**config.mk**
```make
export PLATFORM = sky130hd
export DESIGN_NAME = line_queue
export DESIGN_NICKNAME = d
export VERILOG_FILES = /design/src/hw/cube_pkg.sv /design/src/hw/line_queue.sv
export SDC_FILE = /design/constraint.sdc
export NUM_CORES = 1
export LEC_CHECK = 0
export BUFFER_PORTS_ARGS = -buffer_cell sky130_fd_sc_hd__buf_4
export CAP_MARGIN = 15
export CORE_ASPECT_RATIO = 1.75
export CORE_UTILIZATION = 40
export CTS_CLUSTER_DIAMETER = 50
export DETAILED_ROUTE_END_ITERATION = 8
export PLACE_DENSITY = 0.57
export SYNTH_ARGS = -nofsm -noshare
export SYNTH_HDL_FRONTEND = slang
export SYNTH_SLANG_ARGS = --single-unit
```
**constraint.sdc**
```tcl
create_clock -name clk_pix -period 2.8 [get_ports clk_pix]
set_input_delay 0.14 -clock clk_pix [delete_from_list [all_inputs] [get_ports clk_pix]]
set_output_delay 0.14 -clock clk_pix [all_outputs]
set_load 0.005 [all_outputs]
```
**src/hw/cube_pkg.sv**
```systemverilog
/*
 * cube package: framebuffer geometry, display raster timing,
 * colour and line command types, and the 16-entry palette
 */
package cube_pkg;

    // framebuffer geometry
    localparam int FB_WIDTH  = 64;
    localparam int FB_HEIGHT = 48;
    localparam int FB_PIXELS = FB_WIDTH * FB_HEIGHT;
    localparam int FB_CORDW  = 6;
    localparam int FB_ADDRW  = 12;

    // display raster, each framebuffer pixel shown as 2x2
    localparam int H_ACTIVE     = 128;
    localparam int V_ACTIVE     = 96;
    localparam int H_TOTAL      = 160;
    localparam int V_TOTAL      = 104;
    localparam int H_SYNC_START = 136;  // syncs active high, end exclusive
    localparam int H_SYNC_END   = 148;
    localparam int V_SYNC_START = 98;
    localparam int V_SYNC_END   = 100;
    localparam int SCREEN_CORDW = 8;

    typedef logic [3:0]          cidx_t;      // colour index
    typedef logic [23:0]         rgb_t;       // red in [23:16], blue in [7:0]
    typedef logic [FB_CORDW-1:0] fb_coord_t;

    typedef struct packed {
        fb_coord_t x0;
        fb_coord_t y0;
        fb_coord_t x1;
        fb_coord_t y1;
        cidx_t     colour;
    } line_cmd_t;

    // colour lookup table
    localparam rgb_t PALETTE [16] = '{
        24'h000000, 24'h1d2b53, 24'h7e2553, 24'h008751,
        24'hab5236, 24'h5f574f, 24'hc2c3c7, 24'hfff1e8,
        24'hff004d, 24'hffa300, 24'hffec27, 24'h00e436,
        24'h29adff, 24'h83769c, 24'hff77a8, 24'hffccaa
    };

endpackage

```
**src/hw/line_queue.sv**
```systemverilog
/*
 * line command queue, circular FIFO that buffers strobed commands
 * and hands the head to the rasterizer whenever it is idle
 */
`timescale 1ns/1ps

module line_queue #(
    parameter int LINE_Q_DEPTH = 4
) (
    input  logic                clk_pix,
    input  logic                arst_n,
    input  logic                cmd_valid,
    input  cube_pkg::line_cmd_t cmd_in,
    input  logic                raster_busy,
    output logic                issue,
    output cube_pkg::line_cmd_t cmd_out,
    output logic                pending
);
    import cube_pkg::*;

    localparam int PTR_W = (LINE_Q_DEPTH > 1) ? $clog2(LINE_Q_DEPTH) : 1;
    localparam int CNT_W = $clog2(LINE_Q_DEPTH + 1);

    line_cmd_t        mem [LINE_Q_DEPTH];
    logic [PTR_W-1:0] wr_ptr;
    logic [PTR_W-1:0] rd_ptr;
    logic [CNT_W-1:0] count;
    logic             full;
    logic             push;

    // wraps at the depth, which need not be a power of two
    function automatic logic [PTR_W-1:0] ptr_inc(input logic [PTR_W-1:0] p);
        return (p == PTR_W'(LINE_Q_DEPTH - 1)) ? '0 : p + 1'b1;
    endfunction

    assign full    = (count == CNT_W'(LINE_Q_DEPTH));
    assign push    = cmd_valid && !full;            // a command into a full queue is lost
    assign issue   = (count != '0) && !raster_busy;
    assign cmd_out = mem[rd_ptr];

    // head stays counted through its issue cycle
    assign pending = (count != '0);

    always_ff @(posedge clk_pix) begin
        if (push) begin
            mem[wr_ptr] <= cmd_in;
        end
    end

    always_ff @(posedge clk_pix or negedge arst_n) begin
        if (!arst_n) begin
            wr_ptr <= '0;
            rd_ptr <= '0;
            count  <= '0;
        end else begin
            if (push) begin
                wr_ptr <= ptr_inc(wr_ptr);
            end
            if (issue) begin
                rd_ptr <= ptr_inc(rd_ptr);  // pop the head
            end
            case ({push, issue})
                2'b10:   count <= count + 1'b1;
                2'b01:   count <= count - 1'b1;
                default: count <= count;    // both or neither
            endcase
        end
    end

endmodule

```
After elaboration in Yosys (flattened, before gate mapping)
Memories as Yosys holds them, arrays and structs flattened.
Index checks and enable logic that the tools add are counted.
Word-level totals
  register bits after elaboration: 7
  latch bits: 0
  memory bits (writable): 112
  memory bits (read-only): 0
  input port bits: 32
  output and inout bits: 30
  word-level logic and storage cells: 24
  memories kept: 1
Memories
  mem: words 4, width 28, rd ports 1, clocked after Yosys merged registers in 0, wr ports 1, line line_queue.sv:24  | line_cmd_t mem [LINE_Q_DEPTH];
Operators by class
  add/subtract/negate cells: 4
  multipliers: 0
  divide/modulo/power cells: 0
  order comparisons: 0
  equality and inequality tests: 5
  shift operators: 0
  muxes and demuxes: 5
  bitwise gates (word level): 0
  reduce and logical (&&, ||, !) cells: 6
Operators by type and width (number)
  == test 2 bit, second input constant: 3
  case mux 3 bit (2 select lines): 1
  adder 2 x 1 -> 2 bit, second input constant: 2
  two-way mux 2 bit: 2
  adder 3 x 1 -> 3 bit, second input constant: 1
  == test 3 bit, second input constant: 1
  nonzero test 3 bit: 1
  subtractor 3 x 1 -> 3 bit, second input constant: 1
  == test 2 x 1 -> 1 bit, second input constant: 1
  logical AND 1 bit: 2
  logical NOT 1 bit: 2
  two-way mux 1 bit: 2
  nonzero test 2 bit: 1

Depth between registers and ports, before layout
  depth after elaboration: 5
  depth in mapped cells: 9
  mapped depth without buffers: 9

Least setup slack after synthesis
OpenSTA, ideal clock, no wires.
  path type: flip-flop to flip-flop
  start point: register wr_ptr[0]
  end point: memory mem[3][0] in the netlist's numbering (enable)
  data arrival time: 1.993 ns
  data required time: 2.378 ns
  path slack: 0.384 ns
  cell stages (with the launch flop): 4
  path buffers: 0
  cells stage by stage: dfrtp_1 > ha_1 > nand2_1 > a21oi_1
RTL lines
  from (decl): line line_queue.sv:25  | logic [PTR_W-1:0] wr_ptr;
  from (signal assigned): line line_queue.sv:57  | wr_ptr <= ptr_inc(wr_ptr);
  to (decl): line line_queue.sv:24
No word-level cell before the write port.

==> metrics.txt <==
status=completed; Hold Fails Final Rpt=0; Crit Path Class=flip-flop to primary output; CTS root buf=clkbuf_16; Final Non-Filler Cells=440; total power draw=6.05 mW; nets@finish=338; WL final=just under 8000 microns; largest area contributor in the netlist=edfxtp_1; layout cells sized above 1=41.0%; Warnings, synthesis=0; initial core utilization=41.4%; clk sinks=approximately 120; vias in the first global route=2469; first-pass GRT wire length=12700 microns; WL per Instance=roughly 18 microns; most frequent cells in the layout=edfxtp_1 (112), buf_4 (70), dlygate4sd3_1 (29); CP Capture Type=primary output; Final Wtd Congestion=0.682; initial DRC count=123; Setup crit start=rd_ptr[0]; port bufs=61; largest net degree at the start of global routing=29; remaining antenna violation count=0; simple-gate share of the synthesized area=1.48%; Data arrival, critical path=2180 ps; CTS max path bufs=2; TritonRoute pass-1 iters=4; DP Wirelength=4910 microns; setup TNS=0 ps; critical path's slowest cell=dfrtp_2; Clock transition at path regs=50 ps; max cap viols=0; min-delay worst type=input port to asynchronous set/reset pin; Cell Area, Synth=0.00448 sq mm; fin. max-slew vios=0; skew final=just under 8 ps; Synth cell types=21; CTS tree=yes; Vias=2173; R2R Path Start=count[0]; Synth Area in Compound Gates=0.474%; flops & latches, synth=119; most common cell after layout, fill and taps aside=edfxtp_1; Worst Path Required=about 2700 ps; Worst setup SP type=flip-flop; Clock Latency Late Sink=400 ps; crit path max fanout=16; period utilization=approximately 83%; Tot GR Track Use=about 16%; Die Span Y=about 140 microns; CTS resizes=0; RSZ-0062 raised after global routing=false; CORE AREA=about 0.011 sq mm; LEAKAGE=2.13 nW; Fillers=approximately 870; Rel. slew slack=65.4%; # setup viols final=0; R2R setup slack=790 ps; Mapped Nets=226; main combinational cell family by area after synthesis=multiplexers; worst path cell trace=buf_4 > mux4_2 > buf_4; Antenna Cells=0; initial antenna violation count=0; Synth Area in XOR/XNOR=0.586%; Area contributors post-synth=edfxtp_1 (75%), mux4_2 (14%), dfrtp_1 (3.9%); Final min period=2320 ps; htree depth=4; sequential share of the synthesized area=78.9%; gr ovfl total=0; Largest delay share family, worst path=flip-flops; CP dominant cell by count=buf_4; Synth Area per Inst=24.0 sq um; FMAX=430 MHz; Worst-Margin Slew=519 ps; Horiz. Die Dim=82.0 microns; Post-Synth Adder-Cell Area=approximately 2.1%; Num CTS Buffers=17; Synth-to-Final Area Change=32.1%; area of the multi-input gates=903 sq um; CP bufs+invs=2; die area=about 0.012 sq mm; Register Area=0.00354 sq mm; Final Cell Area=0.00592 sq mm; VDD IR max=0.961 mV; Std-Cell Rows=50; placed cell count=381; Yosys top cell area share=75.0%; multiplexer share of the synthesized area=15.2%; gate count after technology mapping=187; Boundary Pins=62; Post-route DRC=0; Pwr Density=just over 1000 mW/mm^2; CP max stage delay=690 ps; routed vias/inst=4.94; DP Area=~0.005 sq mm
==> per-layer routing <==
| layer | GRT usage [%] | vias up | wire length, microns | part of all wire, % |
|---|---|---|---|---|
| met5 | 0 | - | 0 | 0 |
| met4 | 7.20 | 0 | 118 | 1.5 |
| met3 | 5.45 | 11 | 298 | 3.8 |
| met2 | 26.1 | 50 | 4330 | 55 |
| met1 | 17.7 | 1122 | 3190 | 40 |
| li1 | - | 990 | - | - |
==> area by class of cell <==
cell class | count | share of cell area (%)
clock inverter | 9 | 0.634
timing repair buffer | 99 | 13.8
sequential | 119 | 59.8
clock buffer | 21 | 7.44
inverter | 6 | 0.380
tap | 130 | 2.75
multi-input combinational | 56 | 15.3
==> cell usage after synthesis <==
| library cell | instances |
|---|---|
| nor2b_4 | 1 |
| or3_4 | 1 |
| nand2_1 | 2 |
| inv_1 | 6 |
| a21oi_1 | 1 |
| dfrtp_1 | 7 |
| edfxtp_1 | 112 |
| nor2_1 | 4 |
| xnor2_1 | 1 |
| buf_4 | 1 |
| and2_1 | 3 |
| clkbuf_1 | 1 |
| a21boi_2 | 1 |
| fa_1 | 1 |
| o21ai_0 | 1 |
| buf_2 | 4 |
| xor2_1 | 2 |
| mux2_4 | 2 |
| mux4_2 | 28 |
| mux2_2 | 2 |
| ha_1 | 6 |
==> where the power goes <==
group / switching (mW) / total, mW / internal, mW / leakage, nW
combinational: 0.760 / 1.75 / 0.993 / 0.792
clock: 0.667 / 1.76 / 1.09 / 0.235
sequential: 0.174 / 2.54 / 2.37 / 1.11
==> worst paths after layout <==
| kind | to | cells past startpoint |
|---|---|---|
| max | cmd_out[19] | 3 |
| min | wr_ptr[1] | 2 |
| max reg2reg | count[2] | 9 |
| min reg2reg | count[0] | 1 |
| max in group asynchronous | rd_ptr[0] | 2 |
| min in group clk_pix | rd_ptr[0] | 3 |
==> through the flow <==
step                      hold WS [ps]  util, %  worst slack (ps)
after floorplan                   -156        -               384
after global placement           -37.8     47.6               828
after detailed placement         -40.2     47.6               764
after CTS                         72.0     54.7               374
after global routing              84.7     54.7               307
final                             85.7     54.7               476
==> sequential cells by signal (all words and copies together) (netlist names) <==
name and cells:
mem 112, count 3, wr_ptr 2, rd_ptr 2
==> worst register-to-register path, delay by kind of cell (launching register included) <==
family,cells,cell delay (ps)
DFF,1,410
xor gates and xnor gates,2,290
and+or+nand+nor,2,410
buffers and inverters,2,130
adders and majority gates,2,540
AOI/OAI and AO/OA,1,150
==> kinds of logic after synthesis <==
group                    count (synthesis)
AO/OA/AOI/OAI                            3
XOR/XNOR                                 3
adder cells (fa/ha/maj)                  7
buffers and inverters                   12
flip-flops                             119
multiplexers                            32
AND/OR/NAND/NOR                         11
==> repair_timing <==
| action | CTS | global route |
|---|---|---|
| hold buffers | 29 | 0 |
| endpoints found under the setup margin | 0 | 0 |
| endpoints found under the hold margin | 119 | 0 |
| buffers inserted | 0 | 0 |
Note: power is estimated with default switching activity, not from simulation.
