### src/hw/cube_pkg.sv
/*
 * cube package: framebuffer geometry, display raster timing,
 * colour and line command types, and the 16-entry palette
 */
package cube_pkg;

    // framebuffer geometry
    localparam int FB_WIDTH  = 64;
    localparam int FB_HEIGHT = 48;
    localparam int FB_PIXELS = FB_WIDTH * FB_HEIGHT;
    localparam int FB_CORDW  = 6;
    localparam int FB_ADDRW  = 12;

    // display raster, each framebuffer pixel shown as 2x2
    localparam int H_ACTIVE     = 128;
    localparam int V_ACTIVE     = 96;
    localparam int H_TOTAL      = 160;
    localparam int V_TOTAL      = 104;
    localparam int H_SYNC_START = 136;  // syncs active high, end exclusive
    localparam int H_SYNC_END   = 148;
    localparam int V_SYNC_START = 98;
    localparam int V_SYNC_END   = 100;
    localparam int SCREEN_CORDW = 8;

    typedef logic [3:0]          cidx_t;      // colour index
    typedef logic [23:0]         rgb_t;       // red in [23:16], blue in [7:0]
    typedef logic [FB_CORDW-1:0] fb_coord_t;

    typedef struct packed {
        fb_coord_t x0;
        fb_coord_t y0;
        fb_coord_t x1;
        fb_coord_t y1;
        cidx_t     colour;
    } line_cmd_t;

    // colour lookup table
    localparam rgb_t PALETTE [16] = '{
        24'h000000, 24'h1d2b53, 24'h7e2553, 24'h008751,
        24'hab5236, 24'h5f574f, 24'hc2c3c7, 24'hfff1e8,
        24'hff004d, 24'hffa300, 24'hffec27, 24'h00e436,
        24'h29adff, 24'h83769c, 24'hff77a8, 24'hffccaa
    };

endpackage

### src/hw/scanout.sv
/*
 * scanout: raster counters, 2x doubled framebuffer read and palette lookup,
 * with de, syncs and frame start delayed to line up with the colour
 */
`timescale 1ns/1ps

module scanout (
    input  logic                          clk_pix,
    input  logic                          arst_n,
    output logic [cube_pkg::FB_ADDRW-1:0] rd_addr,
    input  cube_pkg::cidx_t               rd_cidx,
    output logic                          de,
    output logic                          hsync,
    output logic                          vsync,
    output logic                          frame_start,
    output cube_pkg::rgb_t                rgb
);
    import cube_pkg::*;

    logic [SCREEN_CORDW-1:0] sx;
    logic [SCREEN_CORDW-1:0] sy;
    logic                    de_0;     // at counter position
    logic                    hsync_0;
    logic                    vsync_0;
    logic                    start_0;
    logic                    de_1;     // aligned with rd_cidx
    logic                    hsync_1;
    logic                    vsync_1;
    logic                    start_1;

    always_ff @(posedge clk_pix or negedge arst_n) begin
        if (!arst_n) begin
            sx <= '0;
            sy <= '0;
        end else if (sx == SCREEN_CORDW'(H_TOTAL - 1)) begin
            sx <= '0;
            sy <= (sy == SCREEN_CORDW'(V_TOTAL - 1)) ? '0 : sy + 1'b1;
        end else begin
            sx <= sx + 1'b1;
        end
    end

    assign de_0    = (sx < SCREEN_CORDW'(H_ACTIVE)) && (sy < SCREEN_CORDW'(V_ACTIVE));
    assign hsync_0 = (sx >= SCREEN_CORDW'(H_SYNC_START)) && (sx < SCREEN_CORDW'(H_SYNC_END));
    assign vsync_0 = (sy >= SCREEN_CORDW'(V_SYNC_START)) && (sy < SCREEN_CORDW'(V_SYNC_END));
    assign start_0 = (sx == '0) && (sy == '0);

    // halve both coordinates for the doubled pixel, blanking reads address zero
    assign rd_addr = de_0 ? FB_ADDRW'(sy >> 1) * FB_ADDRW'(FB_WIDTH) + FB_ADDRW'(sx >> 1)
                          : '0;

    always_ff @(posedge clk_pix or negedge arst_n) begin
        if (!arst_n) begin
            de_1        <= 1'b0;
            hsync_1     <= 1'b0;
            vsync_1     <= 1'b0;
            start_1     <= 1'b0;
            de          <= 1'b0;
            hsync       <= 1'b0;
            vsync       <= 1'b0;
            frame_start <= 1'b0;
            rgb         <= '0;
        end else begin
            de_1        <= de_0;   // stage 1, memory read
            hsync_1     <= hsync_0;
            vsync_1     <= vsync_0;
            start_1     <= start_0;
            de          <= de_1;   // stage 2, palette
            hsync       <= hsync_1;
            vsync       <= vsync_1;
            frame_start <= start_1;
            rgb         <= de_1 ? PALETTE[rd_cidx] : '0;
        end
    end

endmodule

### config.mk
export PLATFORM = sky130hd
export DESIGN_NAME = scanout
export DESIGN_NICKNAME = d
export VERILOG_FILES = /design/src/hw/cube_pkg.sv /design/src/hw/scanout.sv
export SDC_FILE = /design/constraint.sdc
export NUM_CORES = 1
export LEC_CHECK = 0
export ABC_AREA = 1
export ABC_CLOCK_PERIOD_IN_PS = 3700
export BUFFER_PORTS_ARGS = -buffer_cell sky130_fd_sc_hd__buf_2
export CAP_MARGIN = 40
export CORE_MARGIN = 2
export CORE_UTILIZATION = 40
export CTS_CLUSTER_DIAMETER = 40
export DETAILED_ROUTE_END_ITERATION = 8
export MAX_ROUTING_LAYER = met4
export PLACE_DENSITY_LB_ADDON = 0.15
export SLEW_MARGIN = 30
export SYNTH_ARGS = -nofsm -noshare
export SYNTH_HDL_FRONTEND = slang
export SYNTH_SLANG_ARGS = --single-unit
### constraint.sdc
create_clock -name clk_pix -period 3.7 [get_ports clk_pix]
set_input_delay 1.11 -clock clk_pix [delete_from_list [all_inputs] [get_ports clk_pix]]
set_output_delay 1.11 -clock clk_pix [all_outputs]
set_load 0.02 [all_outputs]
; ---- Word level (Yosys, flattened, before mapping)
; Memories as Yosys holds them, arrays and structs flattened.
; Cells that the tools add are included.
[word_totals]
romBits = 384
wordCells = 37
out_inout_bits = 40
in_bits = 6
reg_bits = 48
memories = 1
[classes]
reduce_logical = 6
n_lt_le_gt_ge = 7
muxes = 6
n_bitwise = 1
n_addsub = 3
n_eq_ne = 2
[memory_table]
columns = name, depth, word_bits, rd, rd_clocked_by_memory_dff, wr, line_no
row1 = (no name shown), 16, 24, 1, 0, 0, scanout.sv:72  ; rgb <= de_1 ? PALETTE[rd_cidx] : '0;
[ops]
columns = op, n
row1 = 24-bit 2-to-1 mux, 3
row2 = "8-bit by 1-bit adder with 8-bit output, second input constant", 2
row3 = 8-bit logical NOT, 2
row4 = "8-bit by 7-bit < comparator with 1-bit output, second input constant", 2
row5 = "8-bit < comparator, second input constant", 2
row6 = 8-bit 2-to-1 mux, 2
row7 = 12-bit by 7-bit adder with 12-bit output, 1
row8 = 12-bit 2-to-1 mux, 1
row9 = "8-bit by 7-bit equality test with 1-bit output, second input constant", 1
row10 = "8-bit equality test, second input constant", 1
row11 = "8-bit by 7-bit >= comparator with 1-bit output, second input constant", 1
row12 = "8-bit >= comparator, second input constant", 1
row13 = "5-bit >= comparator, second input constant", 1
row14 = 4-bit inverter with 5-bit output, 1
row15 = 1-bit logical AND, 4

; ---- Logic depth before layout (Yosys ltp)
[depth]
depth_word = 5
mapped_depth = 8
mapped_depth_nobuf = 8

; ---- Worst setup path after synthesis
; OpenSTA, ideal clock, no wires.
[synth_timing]
path_kind = register to output
from = register sy[1]
to = output rd_addr[10] (netlist bit)
required_time_ns = 2.590
path_buffers = 0
t_arrival_ns = 1.314
path_stages_with_launch = 7
path_slack_ns = 1.276
path_cell_list = dfrtp_1 ha_1 ha_1 nand2_1 o21ai_0 o21ai_0 nor2_1
[synth_via]
elab_chain_cells = 3
elab_cells_between_ends = 4
classes_between = add/sub (1) / order compare (1) / mux (1) / reduce/logical (1)
[synth_lines]
columns = item, line_no
row1 = start: declaration, scanout.sv:21  ; logic [SCREEN_CORDW-1:0] sy;
row2 = start signal: assignment, scanout.sv:37  ; sy <= (sy == SCREEN_CORDW'(V_TOTAL - 1)) ? '0 : sy + 1'b1;
row3 = branches (longest 2 deep; another with 12-bit by 7-bit adder with 12-bit output), n/a
row4 = 12-bit 2-to-1 mux *, scanout.sv:49  ; assign rd_addr = de_0 ? FB_ADDRW'(sy >> 1) * FB_ADDRW'(FB_WIDTH) + FB_ADDRW'(sx >> 1)
row5 = end: declaration, scanout.sv:10  ; output logic [cube_pkg::FB_ADDRW-1:0] rd_addr,
; Every way passes the cells marked *.

; ---- Worst setup path in the final report
[layout_timing]
from = register sx[7]
to = output rd_addr[9] (netlist bit)
[layout_via]
elab_chain_cells = 3
elab_cells_between_ends = 4
classes_between = add/sub (1) / order compare (1) / mux (1) / reduce/logical (1)
[layout_lines]
columns = item, line_no
row1 = start: declaration, scanout.sv:20  ; logic [SCREEN_CORDW-1:0] sx;
row2 = start signal: assignment, scanout.sv:39  ; sx <= sx + 1'b1;
row3 = 8-bit < comparator, scanout.sv:43  ; assign de_0 = (sx < SCREEN_CORDW'(H_ACTIVE)) && (sy < SCREEN_CORDW'(V_ACTIVE));
row4 = 1-bit logical AND, scanout.sv:43
row5 = via de_0, scanout.sv:22  ; logic de_0;
row6 = 12-bit 2-to-1 mux, scanout.sv:49
; The timed path passes the listed nets, and every way through them passes these cells.

==> impl_metrics.csv <==
group,metric,value,unit
clock_tree,cts_max_level,2,
pwr,p_leak,1.485,nW
drt,firstDrtPassIters,6,
place,placed_cell_area,0.002700,mm2
logic_synthesis,synth_seq_area_share,0.4818,
layout,reg_top3,"rgb (23), sx (8), sy (8)",
global_route,grt_max_degree,48,
hold_path,whs_path_depth,0,
clock_tree,cts_max_path_buffers,2,
timing,worstMarginPinSlew,580.6,ps
drt,wire_per_inst,12.98,um
drt,first_iter_violations,143,
clock_tree,cts_buffers,5,
layout,layout-drive-gt1-share,0.1982,
clock_tree,cts_tree,"done",
logic_synthesis,syn_area_per_cell,8.595,um2
logic_synthesis,synth_area,0.002441,mm2
die,die_x,82.12,um
timing,final_hold_viol_count,0,
worst_setup_path,crit_path_frequent_cell,"inv_1",
logic_synthesis,synthCells,284,
worst_setup_path,criticalPathCategory,"reg2out",
clock_tree,ctsResizeCount,0,
logic_synthesis,synth_nets,306,
logic_synthesis,yosysWarnings,0,
die,core_area,0.005921,mm2
global_route,antenna_found_initial,0,
pwr,pwr-share-seq,0.504,
timing,hold_slack,354.5,ps
pwr,clockPowerShare,0.372,
timing,max_freq,0.3422,GHz
timing,finalCriticalPeriod,2922,ps
clock_tree,hold_buffers,0,
global_route,grt_pass1_wl,8666,um
worst_setup_path,reg2reg_to,"sy[6]",
place,io_buffers,45,
die,die_area,0.006744,mm2
worst_setup_path,critical-path-top-delay-family,"buffers and inverters",
pwr,combPwrFrac,0.123,
place,place_ws,1147,ps
layout,largest_reg_flops,23,
place,routabilityCongestion,0.8660,
logic_synthesis,synth_cell_types,32,
layout,syn2layout_area_growth,15.58,%
hold_path,hold_start,"start_1",
worst_setup_path,rrSetupSlack,2250,ps
worst_setup_path,crit_path_start_kind,"register",
timing,relSlewSlack,0.6129,
clock_tree,cts.clk_slew.worst_paths,90,ps
worst_setup_path,cp_cell_sequence,"inv_1 -> nand3_1 -> inv_1 -> o21ai_0 -> a21oi_1 -> buf_2",
worst_setup_path,max_stage_delay,430,ps
clock_tree,clkSinkCount,47,
timing,slew_viol_final,0,
hold_path,min_to,"frame_start",
place,place_inst,395,
layout,finalInstanceArea,0.002821,mm2
layout,final_util,0.4765,
drt,ant_nets,0,
pwr,total_power,1.077,mW
layout,instances_no_fill,403,
worst_setup_path,critPathRequiredTime,2590,ps
logic_synthesis,async_reset_ff_frac,1.000,
place,dp_hpwl,3796,um
logic_synthesis,synthFlopType,"dfrtp_1",
layout,layout_common_cells,"nand2_1, dfrtp_1, buf_2",
pwr,intPower,0.7982,mW
layout,nets,349,
timing,rsz0062_at_grt,"no",
worst_setup_path,cp_max_fo,11,
timing,worst_slack,777.7,ps
global_route,grt.total_usage,0.1751,
worst_setup_path,crit_path_top_delay_cell,"dfrtp_1",
clock_tree,root_buffer,"clkbuf_8",
die,die_h,82.12,um
logic_synthesis,ys_ff_latch,47,
drt,via_per_inst,4.921,
global_route,overflow,0,
run_status,outcome,"complete, no violations",
clock_tree,post_cts.repair.setup_buffers,0,
drt,drc,0,
drt,wirelength,5232,um
timing,fin_worst_skew,5.980,ps
die,ioPinCount,46,
hold_path,hp-class,"reg2reg",
pwr,power_density,381.7,mW/mm2
die,start_util,0.4123,
worst_setup_path,worstReg2RegStart,"sx[0]",
worst_setup_path,cp-end-kind,"output port",
worst_setup_path,cp.arrival,1810,ps
global_route,grt_pass1_vias,1852,
worst_setup_path,path_buf_inv,3,
timing,period_share,0.7898,
job,cap_violations,0,
layout,num_antenna_cells,0,
worst_setup_path,reg2regPathDepth,8,
layout,registers.top_by_ff_count,"rgb",
pwr,p_switching,0.2788,mW
pwr,vdd_ir_drop_max,208.5,uV
timing,tns,0,ps
drt,vias,1983,
pwr,p_sw_frac,0.2589,
timing,finalSetupViolations,0,
die,num_rows,28,
logic_synthesis,synth_edf_count,0,
clock_tree,clk_latency,300,ps
worst max-delay path by stage:
stage                     slack, ps          end  startpoint  cells after the start
final                           780   rd_addr[9]       sx[7]                      6
after global routing            570   rd_addr[9]       sy[7]                      6
after CTS                       780   rd_addr[9]       sx[7]                      6
after detailed placement       1150   rd_addr[9]       sx[7]                      6
after global placement         1210   rd_addr[8]       sx[7]                      6
after floorplan                1280  rd_addr[10]       sy[1]                      6
layout make-up:
type                       instances  area (um2)
clock buffer                       6       82.58
clock inverter                     2       38.79
fill                             598        3099
inverter                          40       151.4
multi-input combinational        188        1051
sequential                        47        1176
tap                               75       93.84
timing repair buffer              45       227.7
per-layer routing:
layer  vias to the layer above  track usage  share of wire  routed length [um]
met5                         -            -              0                   0
met4                         0      0.06500          0.014                  74
met3                         4      0.04022          0.049                 258
met2                        43       0.2447           0.45                2336
met1                       934       0.2481           0.49                2563
li1                       1002            -              -                   -
power groups by stage:
| stage | combinational (mW) | sequential (mW) | clock [mW] |
|---|---|---|---|
| 2_1_floorplan | 0.0523 | 0.586 | 0 |
| 5_1_grt | 0.147 | 0.546 | 0.431 |
| 3_5_place_dp | 0.134 | 0.553 | 0 |
| 4_1_cts | 0.135 | 0.544 | 0.414 |
| 6_report | 0.133 | 0.543 | 0.401 |
| 3_3_place_gp | 0.133 | 0.554 | 0 |
cell families (layout without fill, tap and decap cells):
family                     count (synthesis)  in the layout  share of synthesized area
DFF                                       47             47                     0.4818
and+or+nand+nor                          122            122                     0.2194
buffers and inverters                     49             93                    0.08764
adders and majority gates                 16             16                    0.08201
AOI/OAI and AO/OA                         45             45                     0.1112
xor gates and xnor gates                   5              5                    0.01794
Yosys cell counts, types with 2 or more instances:
master	instances	area share
nor3_1	7	0.014
nand3_1	15	0.031
xor2_1	5	0.018
buf_2	4	0.0082
inv_2	3	0.0046
nand4_1	5	0.013
a211oi_1	3	0.0092
o2111ai_1	2	0.0072
nand2_2	2	0.0051
dfrtp_1	47	0.48
buf_4	3	0.0092
ha_1	16	0.082
a31oi_1	3	0.0077
a21oi_1	14	0.029
nor2_1	42	0.065
o21ai_1	2	0.0041
inv_1	36	0.055
nand2_1	47	0.072
o211ai_1	2	0.0061
o21ai_0	14	0.029
(Power assumes the default switching activity.)
