### src/hw/cube_pkg.sv
/*
 * cube package: framebuffer geometry, display raster timing,
 * colour and line command types, and the 16-entry palette
 */
package cube_pkg;

    // framebuffer geometry
    localparam int FB_WIDTH  = 64;
    localparam int FB_HEIGHT = 48;
    localparam int FB_PIXELS = FB_WIDTH * FB_HEIGHT;
    localparam int FB_CORDW  = 6;
    localparam int FB_ADDRW  = 12;

    // display raster, each framebuffer pixel shown as 2x2
    localparam int H_ACTIVE     = 128;
    localparam int V_ACTIVE     = 96;
    localparam int H_TOTAL      = 160;
    localparam int V_TOTAL      = 104;
    localparam int H_SYNC_START = 136;  // syncs active high, end exclusive
    localparam int H_SYNC_END   = 148;
    localparam int V_SYNC_START = 98;
    localparam int V_SYNC_END   = 100;
    localparam int SCREEN_CORDW = 8;

    typedef logic [3:0]          cidx_t;      // colour index
    typedef logic [23:0]         rgb_t;       // red in [23:16], blue in [7:0]
    typedef logic [FB_CORDW-1:0] fb_coord_t;

    typedef struct packed {
        fb_coord_t x0;
        fb_coord_t y0;
        fb_coord_t x1;
        fb_coord_t y1;
        cidx_t     colour;
    } line_cmd_t;

    // colour lookup table
    localparam rgb_t PALETTE [16] = '{
        24'h000000, 24'h1d2b53, 24'h7e2553, 24'h008751,
        24'hab5236, 24'h5f574f, 24'hc2c3c7, 24'hfff1e8,
        24'hff004d, 24'hffa300, 24'hffec27, 24'h00e436,
        24'h29adff, 24'h83769c, 24'hff77a8, 24'hffccaa
    };

endpackage

### src/hw/fb_write_if.sv
/*
 * framebuffer write port, rasterizer to framebuffer
 * one pixel written in every cycle with we high
 */
`timescale 1ns/1ps

interface fb_write_if;
    import cube_pkg::*;

    logic      we;
    fb_coord_t x;
    fb_coord_t y;
    cidx_t     cidx;

    modport raster (
        output we, x, y, cidx
    );

    modport store (
        input  we, x, y, cidx
    );

endinterface

### src/hw/line_raster.sv
/*
 * Bresenham line rasterizer, one framebuffer write per cycle
 * from start point to end point inclusive, any octant
 */
`timescale 1ns/1ps

module line_raster (
    input  logic                clk_pix,
    input  logic                arst_n,
    input  logic                issue,
    input  cube_pkg::line_cmd_t cmd,
    output logic                busy,
    fb_write_if.raster          fb
);
    import cube_pkg::*;

    localparam int ERRW = FB_CORDW + 3;  // room for twice the error term

    fb_coord_t              x;
    fb_coord_t              y;
    fb_coord_t              x_end;
    fb_coord_t              y_end;
    cidx_t                  colour;
    logic signed [ERRW-1:0] dx;
    logic signed [ERRW-1:0] dy;         // held negative
    logic signed [ERRW-1:0] err;
    logic signed [ERRW-1:0] e2;
    logic                   x_neg;      // step directions
    logic                   y_neg;
    logic                   at_end;
    logic                   step_x;
    logic                   step_y;

    function automatic logic signed [ERRW-1:0] abs_diff(input fb_coord_t a, input fb_coord_t b);
        return (a > b) ? ERRW'(a - b) : ERRW'(b - a);
    endfunction

    assign at_end = (x == x_end) && (y == y_end);
    assign e2     = err <<< 1;
    assign step_x = (e2 >= dy);
    assign step_y = (e2 <= dx);

    always_ff @(posedge clk_pix or negedge arst_n) begin
        if (!arst_n) begin
            busy <= 1'b0;
        end else if (issue) begin
            busy <= 1'b1;
        end else if (busy && at_end) begin
            busy <= 1'b0;  // end point written this cycle
        end
    end

    always_ff @(posedge clk_pix) begin
        if (issue) begin
            x      <= cmd.x0;
            y      <= cmd.y0;
            x_end  <= cmd.x1;
            y_end  <= cmd.y1;
            colour <= cmd.colour;
            x_neg  <= (cmd.x1 < cmd.x0);
            y_neg  <= (cmd.y1 < cmd.y0);
            dx     <= abs_diff(cmd.x0, cmd.x1);
            dy     <= -abs_diff(cmd.y0, cmd.y1);
            err    <= abs_diff(cmd.x0, cmd.x1) - abs_diff(cmd.y0, cmd.y1);
        end else if (busy && !at_end) begin
            if (step_x) begin
                x <= x_neg ? x - 1'b1 : x + 1'b1;
            end
            if (step_y) begin
                y <= y_neg ? y - 1'b1 : y + 1'b1;
            end
            // both tests use the error from before the step
            err <= err + (step_x ? dy : '0) + (step_y ? dx : '0);
        end
    end

    assign fb.we   = busy;
    assign fb.x    = x;
    assign fb.y    = y;
    assign fb.cidx = colour;

endmodule

### src/flat_wrapper.sv
// flat-port wrapper written by rule: the top's interface ports become plain ports
module line_raster_flat import cube_pkg::*;
  (clk_pix, arst_n, issue, cmd, busy, fb_we, fb_x, fb_y, fb_cidx);
  fb_write_if fb_i ();
  input  logic clk_pix;
  input  logic arst_n;
  input  logic issue;
  input  cube_pkg::line_cmd_t cmd;
  output logic busy;
  output wire logic [$bits(fb_i.we)-1:0] fb_we;
  output wire logic [$bits(fb_i.x)-1:0] fb_x;
  output wire logic [$bits(fb_i.y)-1:0] fb_y;
  output wire logic [$bits(fb_i.cidx)-1:0] fb_cidx;
  assign fb_we = fb_i.we;
  assign fb_x = fb_i.x;
  assign fb_y = fb_i.y;
  assign fb_cidx = fb_i.cidx;
  line_raster u_core (.clk_pix(clk_pix), .arst_n(arst_n), .issue(issue), .cmd(cmd), .busy(busy), .fb(fb_i));
endmodule
### config.mk
export PLATFORM = sky130hd
export DESIGN_NAME = line_raster_flat
export DESIGN_NICKNAME = d
export VERILOG_FILES = /design/src/hw/cube_pkg.sv /design/src/hw/fb_write_if.sv /design/src/hw/line_raster.sv /design/src/flat_wrapper.sv
export SDC_FILE = /design/constraint.sdc
export NUM_CORES = 1
export LEC_CHECK = 0
export BUFFER_PORTS_ARGS = -buffer_cell sky130_fd_sc_hd__buf_2
export CAP_MARGIN = 40
export CORE_MARGIN = 1
export CORE_UTILIZATION = 35
export DETAILED_ROUTE_END_ITERATION = 7
export GPL_ROUTABILITY_DRIVEN = 0
export GPL_TIMING_DRIVEN = 0
export PLACE_DENSITY = 0.66
export SYNTH_ARGS = -nofsm -noshare
export SYNTH_HDL_FRONTEND = slang
export SYNTH_SLANG_ARGS = --single-unit
### constraint.sdc
create_clock -name clk_pix -period 3.75 [get_ports clk_pix]
set_input_delay 0.75 -clock clk_pix [delete_from_list [all_inputs] [get_ports clk_pix]]
set_output_delay 0.75 -clock clk_pix [all_outputs]
set_load 0.05 [all_outputs]
=== Word level (Yosys, flattened, before mapping) ===
Index checks and enable logic that the tools add are counted.

* Bits of input ports: 31
* Register bits after elaboration: 58

* Reductions and logical operators: 10
* Add/subtract/negate cells: 12
* Muxes and demuxes: 16
* Order comparisons: 6
* Equality and inequality tests: 2

{| class="wikitable"
|+ Operator list
! cell !! count
|-
| $mux W9 || 6
|-
| $mux W6 || 8
|-
| $sub A6 B6 Y7 || 4
|-
| $add A9 B9 Y9 || 2
|-
| $add A6 B1 Y6 const B || 2
|-
| $eq A6 B6 Y1 || 2
|-
| $gt A6 B6 Y1 || 2
|-
| $lt A6 B6 Y1 || 2
|-
| $sub A6 B1 Y6 const B || 2
|-
| $ge A9 B9 Y1 || 1
|-
| $le A9 B9 Y1 || 1
|-
| $neg A9 Y9 || 1
|-
| $sub A9 B9 Y9 || 1
|-
| $reduce_bool A2 Y1 || 4
|-
| $reduce_and A2 Y1 || 2
|-
| $logic_and A1 B1 Y1 || 3
|-
| $mux W1 || 2
|-
| $logic_not A1 Y1 || 1
|}

=== Longest topological paths before layout ===
Gate-level depths: netlist of run 1.

* Word-level depth: 6
* Gate-level depth with buffers: 21
* Mapped depth without buffers: 21

=== Worst setup path after synthesis of run 1 ===
OpenSTA, ideal clock, no wires.

* Path type: flip-flop to flip-flop
* Start: register u_core.err[1]
* End: register u_core.err[7], data pin
* Stages on the path, launching flop included: 21
* Required time: 3.605 ns
* Setup slack: -0.259 ns
* Data arrival time: 3.865 ns
* Path buffers: 0
* Cells stage by stage: edfxtp_1 -> ha_1 -> a21o_1 -> a21o_1 -> a21oi_1 -> o21ai_0 -> a31oi_1 -> nand2_1 -> fa_1 -> inv_1 -> ha_1 -> inv_1 -> fa_1 -> nor2b_1 -> o21a_1 -> o21ai_0 -> nand2b_1 -> a21oi_1 -> xnor2_1 -> xnor3_1 -> o21ai_1

* Word-level cells in the longest chain between the ends: 6

{| class="wikitable"
|+ Ends and longest elaborated chain
! element !! line !! source
|-
| start, declared || line_raster.sv:26 || <nowiki>logic signed [ERRW-1:0] err;</nowiki>
|-
| start signal, assigned || line_raster.sv:64 || <nowiki>err <= abs_diff(cmd.x0, cmd.x1) - abs_diff(cmd.y0, cmd.y1);</nowiki>
|-
| start signal, assigned || line_raster.sv:73 || <nowiki>err <= err + (step_x ? dy : '0) + (step_y ? dx : '0);</nowiki>
|-
| $ge A9 B9 Y1 || line_raster.sv:40 || <nowiki>assign step_x = (e2 >= dy);</nowiki>
|-
| $mux W9 || line_raster.sv:73 ||
|-
| $add A9 B9 Y9 || line_raster.sv:73 ||
|-
| $add A9 B9 Y9 * || line_raster.sv:73 ||
|-
| $mux W9 * || line_raster.sv:65 || <nowiki>end else if (busy && !at_end) begin</nowiki>
|-
| $mux W9 * || line_raster.sv:54 || <nowiki>if (issue) begin</nowiki>
|}

Every way passes the cells marked *; elsewhere a longest branch is shown, timed or not. The select of a mux whose other input is x is not followed.
A chain may end at the register's enable or synchronous reset.

=== Worst setup path after layout of run 1 ===
* Start: register u_core.err[4]
* End: register u_core.err[7], data pin

Same word-level chain as after synthesis.

==> qor.csv, run 1 <==
metric,value,unit
"Avg Cell Area, Syn",10.0,um2
"Area growth, synth to finish",20.7,%
Worst path slowest cell,fa_1,
DIE HEIGHT,119,um
antenna violations before repair,0,
crit start category,flop,
Crit path largest cell delay,0.51,ns
vias in the first global route,3649,
core area,0.0133,mm2
layout cells sized above 1,23.1,%
worst vdd ir,0.541,mV
Post-CTS Hold Fix Bufs,0,
Slew @ Worst Pin,0.888,ns
Num Clock Sinks,55,
Vias/cell,4.87,
Antenna Violating Nets Remaining,0,
Top delay family on crit path,adder cells,
Worst Slack Setup Final,-0.327,ns
CTS Root Cell,clkbuf_16,
"EDFF count, synth",54,
yosys warns,0,
Crit Path Max Fanout,5,
Cell Rows,42,
flop-to-flop setup slack,-0.33,ns
FF-to-FF End,u_core.err[7],
Crit Path Category,flop to flop,
CTS tree,done,
violated checks,negative setup slack,
register area share after synthesis,34.4,%
final total power,4.97,mW
RR Startpoint,u_core.err[4],
Final Setup Violations,4,
Max Root-Sink Buffers,2,
first-pass GRT wire length,17900,um
Rel. slew slack,40.8,%
crit path time final,4.08,ns
total I/O pin count,49,
crit path DAT,4.23,ns
syn_nets,585,
Hold Fails Final Rpt,0,
ant diodes,0,
Post-Synthesis Cells,477,
nets,662,
GRT overflow,0,
clock slew at reported path FFs,0.07,ns
outcome,"finished, violations left",
Hold WC Path Type,primary input to async pin,
RSZ-0062 raised after global routing,yes,
Synth async-reset ratio,1.82,%
die area,0.0141,mm2
# DRC,0,
Final Slew Violations,0,
fin crit share,109,%
ys flop type,edfxtp_1,
#FFs+latches synth,55,
Final Util,43.4,%
"Distinct cells, synth",55,
Die Wd,119,um
CTS H-Tree Depth,2,
Clock Latency Late Sink,0.30,ns
crit end category,flop,
skew final,0.00778,ns
Max Freq,0.245,GHz
routed wire length,11100,um
port buffer count,48,
FF-to-FF path depth,18,
Initial Utilization,36.0,%
max-cap viol count,0,
Num CTS Buffers,5,
WL/cell,15.2,um
Buf/Inv on CP,4,
1st-pass router iterations,4,
TNS Setup,-0.716,ns
DPL Wire Length,8430,um
Syn Std Cell Area,0.00478,mm2
DR iter-0 viols,135,
leakage power,2.68,nW
largest net degree at the start of global routing,39,
Worst EP required,3.90,ns
critical-path cell list,buf_6 > ha_4 > nand3_2 > or3_4 > a31oi_4 > buf_6 > buf_4 > nand2_1 > fa_1 > inv_1 > ha_1 > o21a_1 > o21ai_1 > nand2b_1 > a21oi_2 > xnor2_2 > xnor3_1 > o21ai_1,
Power Dens Cells,861,mW/mm2
via count,3559,
overall routing resource usage,16.1,%
## metrics by stage
step           std cells  instance area, um2  hold WS (ns)  setup slack (ns)
6_report             731                5770         0.213            -0.327
5_1_grt              731                5770         0.207            -0.572
4_1_cts              721                5580         0.212            -0.271
3_5_place_dp         701                5260         0.528            -0.544
3_3_place_gp         701                5260         0.526            -0.492
2_1_floorplan        477                4800         0.454            0.0219
## state kept, by name, indices dropped and copies added (netlist names)
signal and cells:
u_core.dy 9, u_core.fb.cidx 4, u_core.x_neg 1, u_core.x_end 6
u_core.y_neg 1, u_core.y_end 6, u_core.fb.y 6, u_core.dx 7
u_core.busy 1, u_core.fb.x 6, u_core.err 8
## worst max-delay path by stage
stage | startpoint | end | slack, ns | cells past startpoint
6_report | u_core.err[4] | u_core.err[7] | -0.33 | 18
3_3_place_gp | u_core.err[4] | u_core.err[7] | -0.49 | 20
5_1_grt | u_core.err[4] | u_core.err[7] | -0.57 | 18
3_5_place_dp | cmd[11] | u_core.err[7] | -0.54 | 16
4_1_cts | u_core.err[1] | u_core.err[7] | -0.27 | 20
2_1_floorplan | u_core.err[1] | u_core.err[7] | 0.02 | 20
## cells in the final DEF (no fill, tap or decap), types with 5 or more instances in the layout
master,n
o21ai_0,18
edfxtp_1,54
a21o_1,22
fa_1,13
xor2_1,8
xnor2_1,33
buf_4,18
ha_1,54
mux2i_1,7
nor2_1,10
clkbuf_1,5
nand4_1,6
nand2_1,38
nor2b_1,11
a21oi_2,5
buf_6,5
inv_1,78
ha_4,7
a21oi_1,26
o21ai_1,7
nand2b_1,6
buf_2,50
clkbuf_16,5
## power by group
part | switching, mW | internal (mW)
Sequential | 0.178 | 0.947
Combinational | 1.81 | 1.59
Clock | 0.204 | 0.244
Total | 2.19 | 2.78
## cell type report
class,count,area [um2]
flip-flops and latches,55,1650
fillers,1228,7520
clock buffers,6,129
multi-input cells,333,3010
repair buffers,70,424
clock inverters,2,7.51
well taps,176,220
inverters,82,308
plain buffers,7,32.5
## cell usage after synthesis, drive strengths merged (4+ instances only)
library cell | n | area (um2)
a21o | 23 | 174
a21oi | 32 | 175
and2 | 5 | 32.5
clkbuf | 4 | 15.0
edfxtp | 54 | 1620
fa | 15 | 300
ha | 62 | 776
inv | 82 | 308
mux2i | 8 | 80.1
nand2 | 41 | 156
nand2b | 6 | 37.5
nand4 | 7 | 50.1
nor2 | 11 | 41.3
nor2b | 11 | 68.8
o21a | 4 | 30.0
o21ai | 28 | 151
o21bai | 4 | 30.0
xnor2 | 37 | 339
xor2 | 8 | 70.1
## layer usage
metal / track usage (%) / wire length (um)
met1: 19.5 / 4820
met2: 29.4 / 5750
met3: 1.68 / 297
met4: 5.70 / 213
met5: 0 / 0
## timing repair
| action | in CTS | in global routing |
|---|---|---|
| gates resized for setup | 17 | 23 |
| setup buffers | 12 | 11 |
| endpoints found under the setup margin | 4 | 4 |
| pin swaps | 16 | 6 |
## kinds of logic (layout without fill, tap and decap cells)
kind of cell             count (synthesis)  in the layout  synth area share (%)
AO/OA/AOI/OAI                          107            107                  14.7
AND/OR/NAND/NOR                         93             93                  10.1
buffers and inverters                   89            167                  7.12
adder cells (fa/ha/maj)                 77             77                  22.5
flip-flops                              55             55                  34.4
XOR/XNOR                                46             46                  9.03
multiplexers                            10             10                  2.15
No activity file was read; power rests on OpenSTA's default activity.
==> inputs of run 2 (changes only) <==
--- a/config.mk
+++ b/config.mk
@@ -12,7 +12,7 @@
 export DETAILED_ROUTE_END_ITERATION = 7
 export GPL_ROUTABILITY_DRIVEN = 0
 export GPL_TIMING_DRIVEN = 0
-export PLACE_DENSITY = 0.66
+export PLACE_DENSITY = 0.6
 export SYNTH_ARGS = -nofsm -noshare
 export SYNTH_HDL_FRONTEND = slang
 export SYNTH_SLANG_ARGS = --single-unit
==> run 2 against run 1 <==
Against the previous run: total power down 6.5%; setup slack better by 0.11 ns; register-to-register slack gained 0.11 ns; hold slack got worse by 0.0042 ns; clock skew up 0.0038 ns; die area is the same; the run still ends with negative setup slack left; final cell count down 1.6%; critical endpoint unchanged; maximum frequency is 2.6% higher; largest cell class unchanged.
==> qor.csv, run 2 (synthesis results as in run 1) <==
metric,value,unit,change
Num Clock Sinks,55,,unchanged
FF-to-FF path depth,20,,was 18
GRT overflow,0,,unchanged
Clock Latency Late Sink,0.30,ns,about the same
max FFs per register,9,,unchanged
DPL Wire Length,8770,um,was 8430 um
first-pass GRT wire length,17900,um,about the same
met2 wire len,5220,um,was 5750 um
vias in the first global route,3758,,was 3649
Num CTS Buffers,5,,unchanged
Power Dens Cells,826,mW/mm2,was 861 mW/mm2
1st-pass router iterations,4,,unchanged
worst hold slack,0.209,ns,was 0.213 ns
Die Wd,119,um,unchanged
crit end category,flop,,unchanged
Hold Fails Final Rpt,0,,unchanged
max-cap viol count,0,,unchanged
crit start category,flop,,unchanged
CTS Root Cell,clkbuf_16,,unchanged
"Area growth, synth to finish",17.6,%,was 20.7%
crit path time final,3.97,ns,was 4.08 ns
CTS H-Tree Depth,2,,unchanged
die area,0.0141,mm2,unchanged
Slew @ Worst Pin,0.629,ns,was 0.888 ns
Initial Utilization,36.0,%,unchanged
core area,0.0133,mm2,unchanged
fin crit share,106,%,was 109%
largest net degree at the start of global routing,28,,was 39
clock slew at reported path FFs,0.07,ns,about the same
Final Slew Violations,0,,unchanged
Antenna Violating Nets Remaining,0,,unchanged
# DRC,0,,unchanged
overall routing resource usage,16.0,%,was 16.1%
Crit Path Category,flop to flop,,unchanged
most frequent cells in the layout,"inv_1 (81), ha_1 (57), edfxtp_1 (54)",,"was inv_1 (78), ha_1 (54), edfxtp_1 (54)"
routed wire length,10700,um,was 11100 um
Hold WC Path Type,primary input to async pin,,unchanged
Rel. slew slack,58.1,%,was 40.8%
via count,3480,,was 3559
antenna violations before repair,0,,unchanged
CTS tree,done,,unchanged
RSZ-0062 raised after global routing,yes,,unchanged
Regs by FF count,"u_core.dy (9), u_core.err (8), u_core.dx (7)",,unchanged
Max Root-Sink Buffers,2,,unchanged
nets,650,,was 662
Worst EP required,3.91,ns,was 3.90 ns
ant diodes,0,,unchanged
Worst Slack Setup Final,-0.222,ns,was -0.327 ns
outcome,"finished, violations left",,unchanged
M1 WL,4860,um,was 4820 um
leakage power,2.62,nW,was 2.68 nW
worst vdd ir,0.463,mV,was 0.541 mV
layout cells sized above 1,19.3,%,was 23.1%
Crit Path Max Fanout,5,,unchanged
DR iter-0 viols,111,,was 135
total I/O pin count,49,,unchanged
Final Setup Violations,2,,was 4
TNS Setup,-0.241,ns,was -0.716 ns
Vias/cell,4.84,,was 4.87
crit path DAT,4.13,ns,was 4.23 ns
Max Freq,0.252,GHz,was 0.245 GHz
DIE HEIGHT,119,um,unchanged
port buffer count,48,,unchanged
Cell Rows,42,,unchanged
"most common cell after layout, fill and taps aside",inv_1,,unchanged
WL/cell,14.8,um,was 15.2 um
skew final,0.0116,ns,was 0.00778 ns
violated checks,negative setup slack,,unchanged
metal3 WL,341,um,was 297 um
top sig layer,met4,,unchanged
Largest Register,u_core.dy,,unchanged
run 2: cell types whose count changed in the layout (fill, tap and decap cells not counted), sizes merged:
cell    previous run  this run
clkinv             2         1
inv               82        83
clkbuf            10         9
bufinv             0         1
buf               73        61
run 2: layout make-up:
| type | count | area, um2 |
|---|---|---|
| fillers | 1310 | 7670 |
| plain buffers | 7 | 32.5 |
| repair buffers | 58 | 328 |
| multi-input cells | 333 | 2920 |
| inverters | 82 | 308 |
| flip-flops and latches | 55 | 1650 |
| clock inverters | 3 | 47.5 |
| well taps | 176 | 220 |
| clock buffers | 5 | 125 |
run 2: path summary, 6_finish.rpt:
check	slack, ns	startpoint	endpoint
setup / recovery	-0.22	u_core.err[4]	u_core.err[7]
hold / removal	0.21	arst_n	u_core.busy
setup reg to reg	-0.22	u_core.err[4]	u_core.err[7]
hold reg to reg	0.74	u_core.fb.y[0]	u_core.fb.y[0]
max in group asynchronous	3.46	arst_n	u_core.busy
min in group clk_pix	0.62	cmd[3]	u_core.fb.cidx[3]
run 2: power by group:
| part | internal [mW] | total, mW | switching [mW] |
|---|---|---|---|
| logic | 1.32 | 2.98 | 1.66 |
| clock network | 0.319 | 0.550 | 0.231 |
| registers | 0.946 | 1.12 | 0.169 |
| total | 2.59 | 4.65 | 2.06 |
run 2: metal layers:
layer / GRT usage [%] / up-vias
li1: - / 1753
met1: 19.6 / 1647
met2: 28.7 / 63
met3: 2.16 / 17
met4: 5.85 / 0
met5: 0 / -
run 2: timing repair:
item,in CTS,in global routing
setup endpoints to repair,6,4
gates resized for setup,18,1
pin swaps,21,17
setup buffers,8,1
hold buffers,0,0
endpoints found under the hold margin,0,0
run 2: worst max-delay path, stage by stage (launching register included):
cell and delay [ns]:
edfxtp_1 0.47, ha_4 0.32, nand4_1 0.09, nor3b_2 0.26, o21a_1 0.15, o21ai_2 0.07
a41oi_4 0.31, nand2_2 0.10, fa_1 0.44, inv_1 0.08, ha_2 0.18, inv_2 0.04
fa_2 0.34, nor2b_1 0.13, o21a_1 0.14, o21ai_1 0.06, nand2b_1 0.08, a21oi_2 0.06
xnor2_1 0.16, xnor3_1 0.24, o21ai_1 0.11
run 2: per-stage QoR:
stage / area [um2] / std cells / setup WS (ns) / power [mW] / util, %
after global placement: 5260 / 701 / -0.506 / 3.78 / 39.6
after floorplan: 4800 / 477 / 0.0219 / 3.24 / -
after CTS: 5600 / 718 / -0.269 / 4.66 / 42.2
final: 5620 / 719 / -0.222 / 4.65 / 42.3
after global routing: 5620 / 719 / -0.516 / 5.06 / 42.3
after detailed placement: 5280 / 702 / -0.654 / 3.86 / 39.7
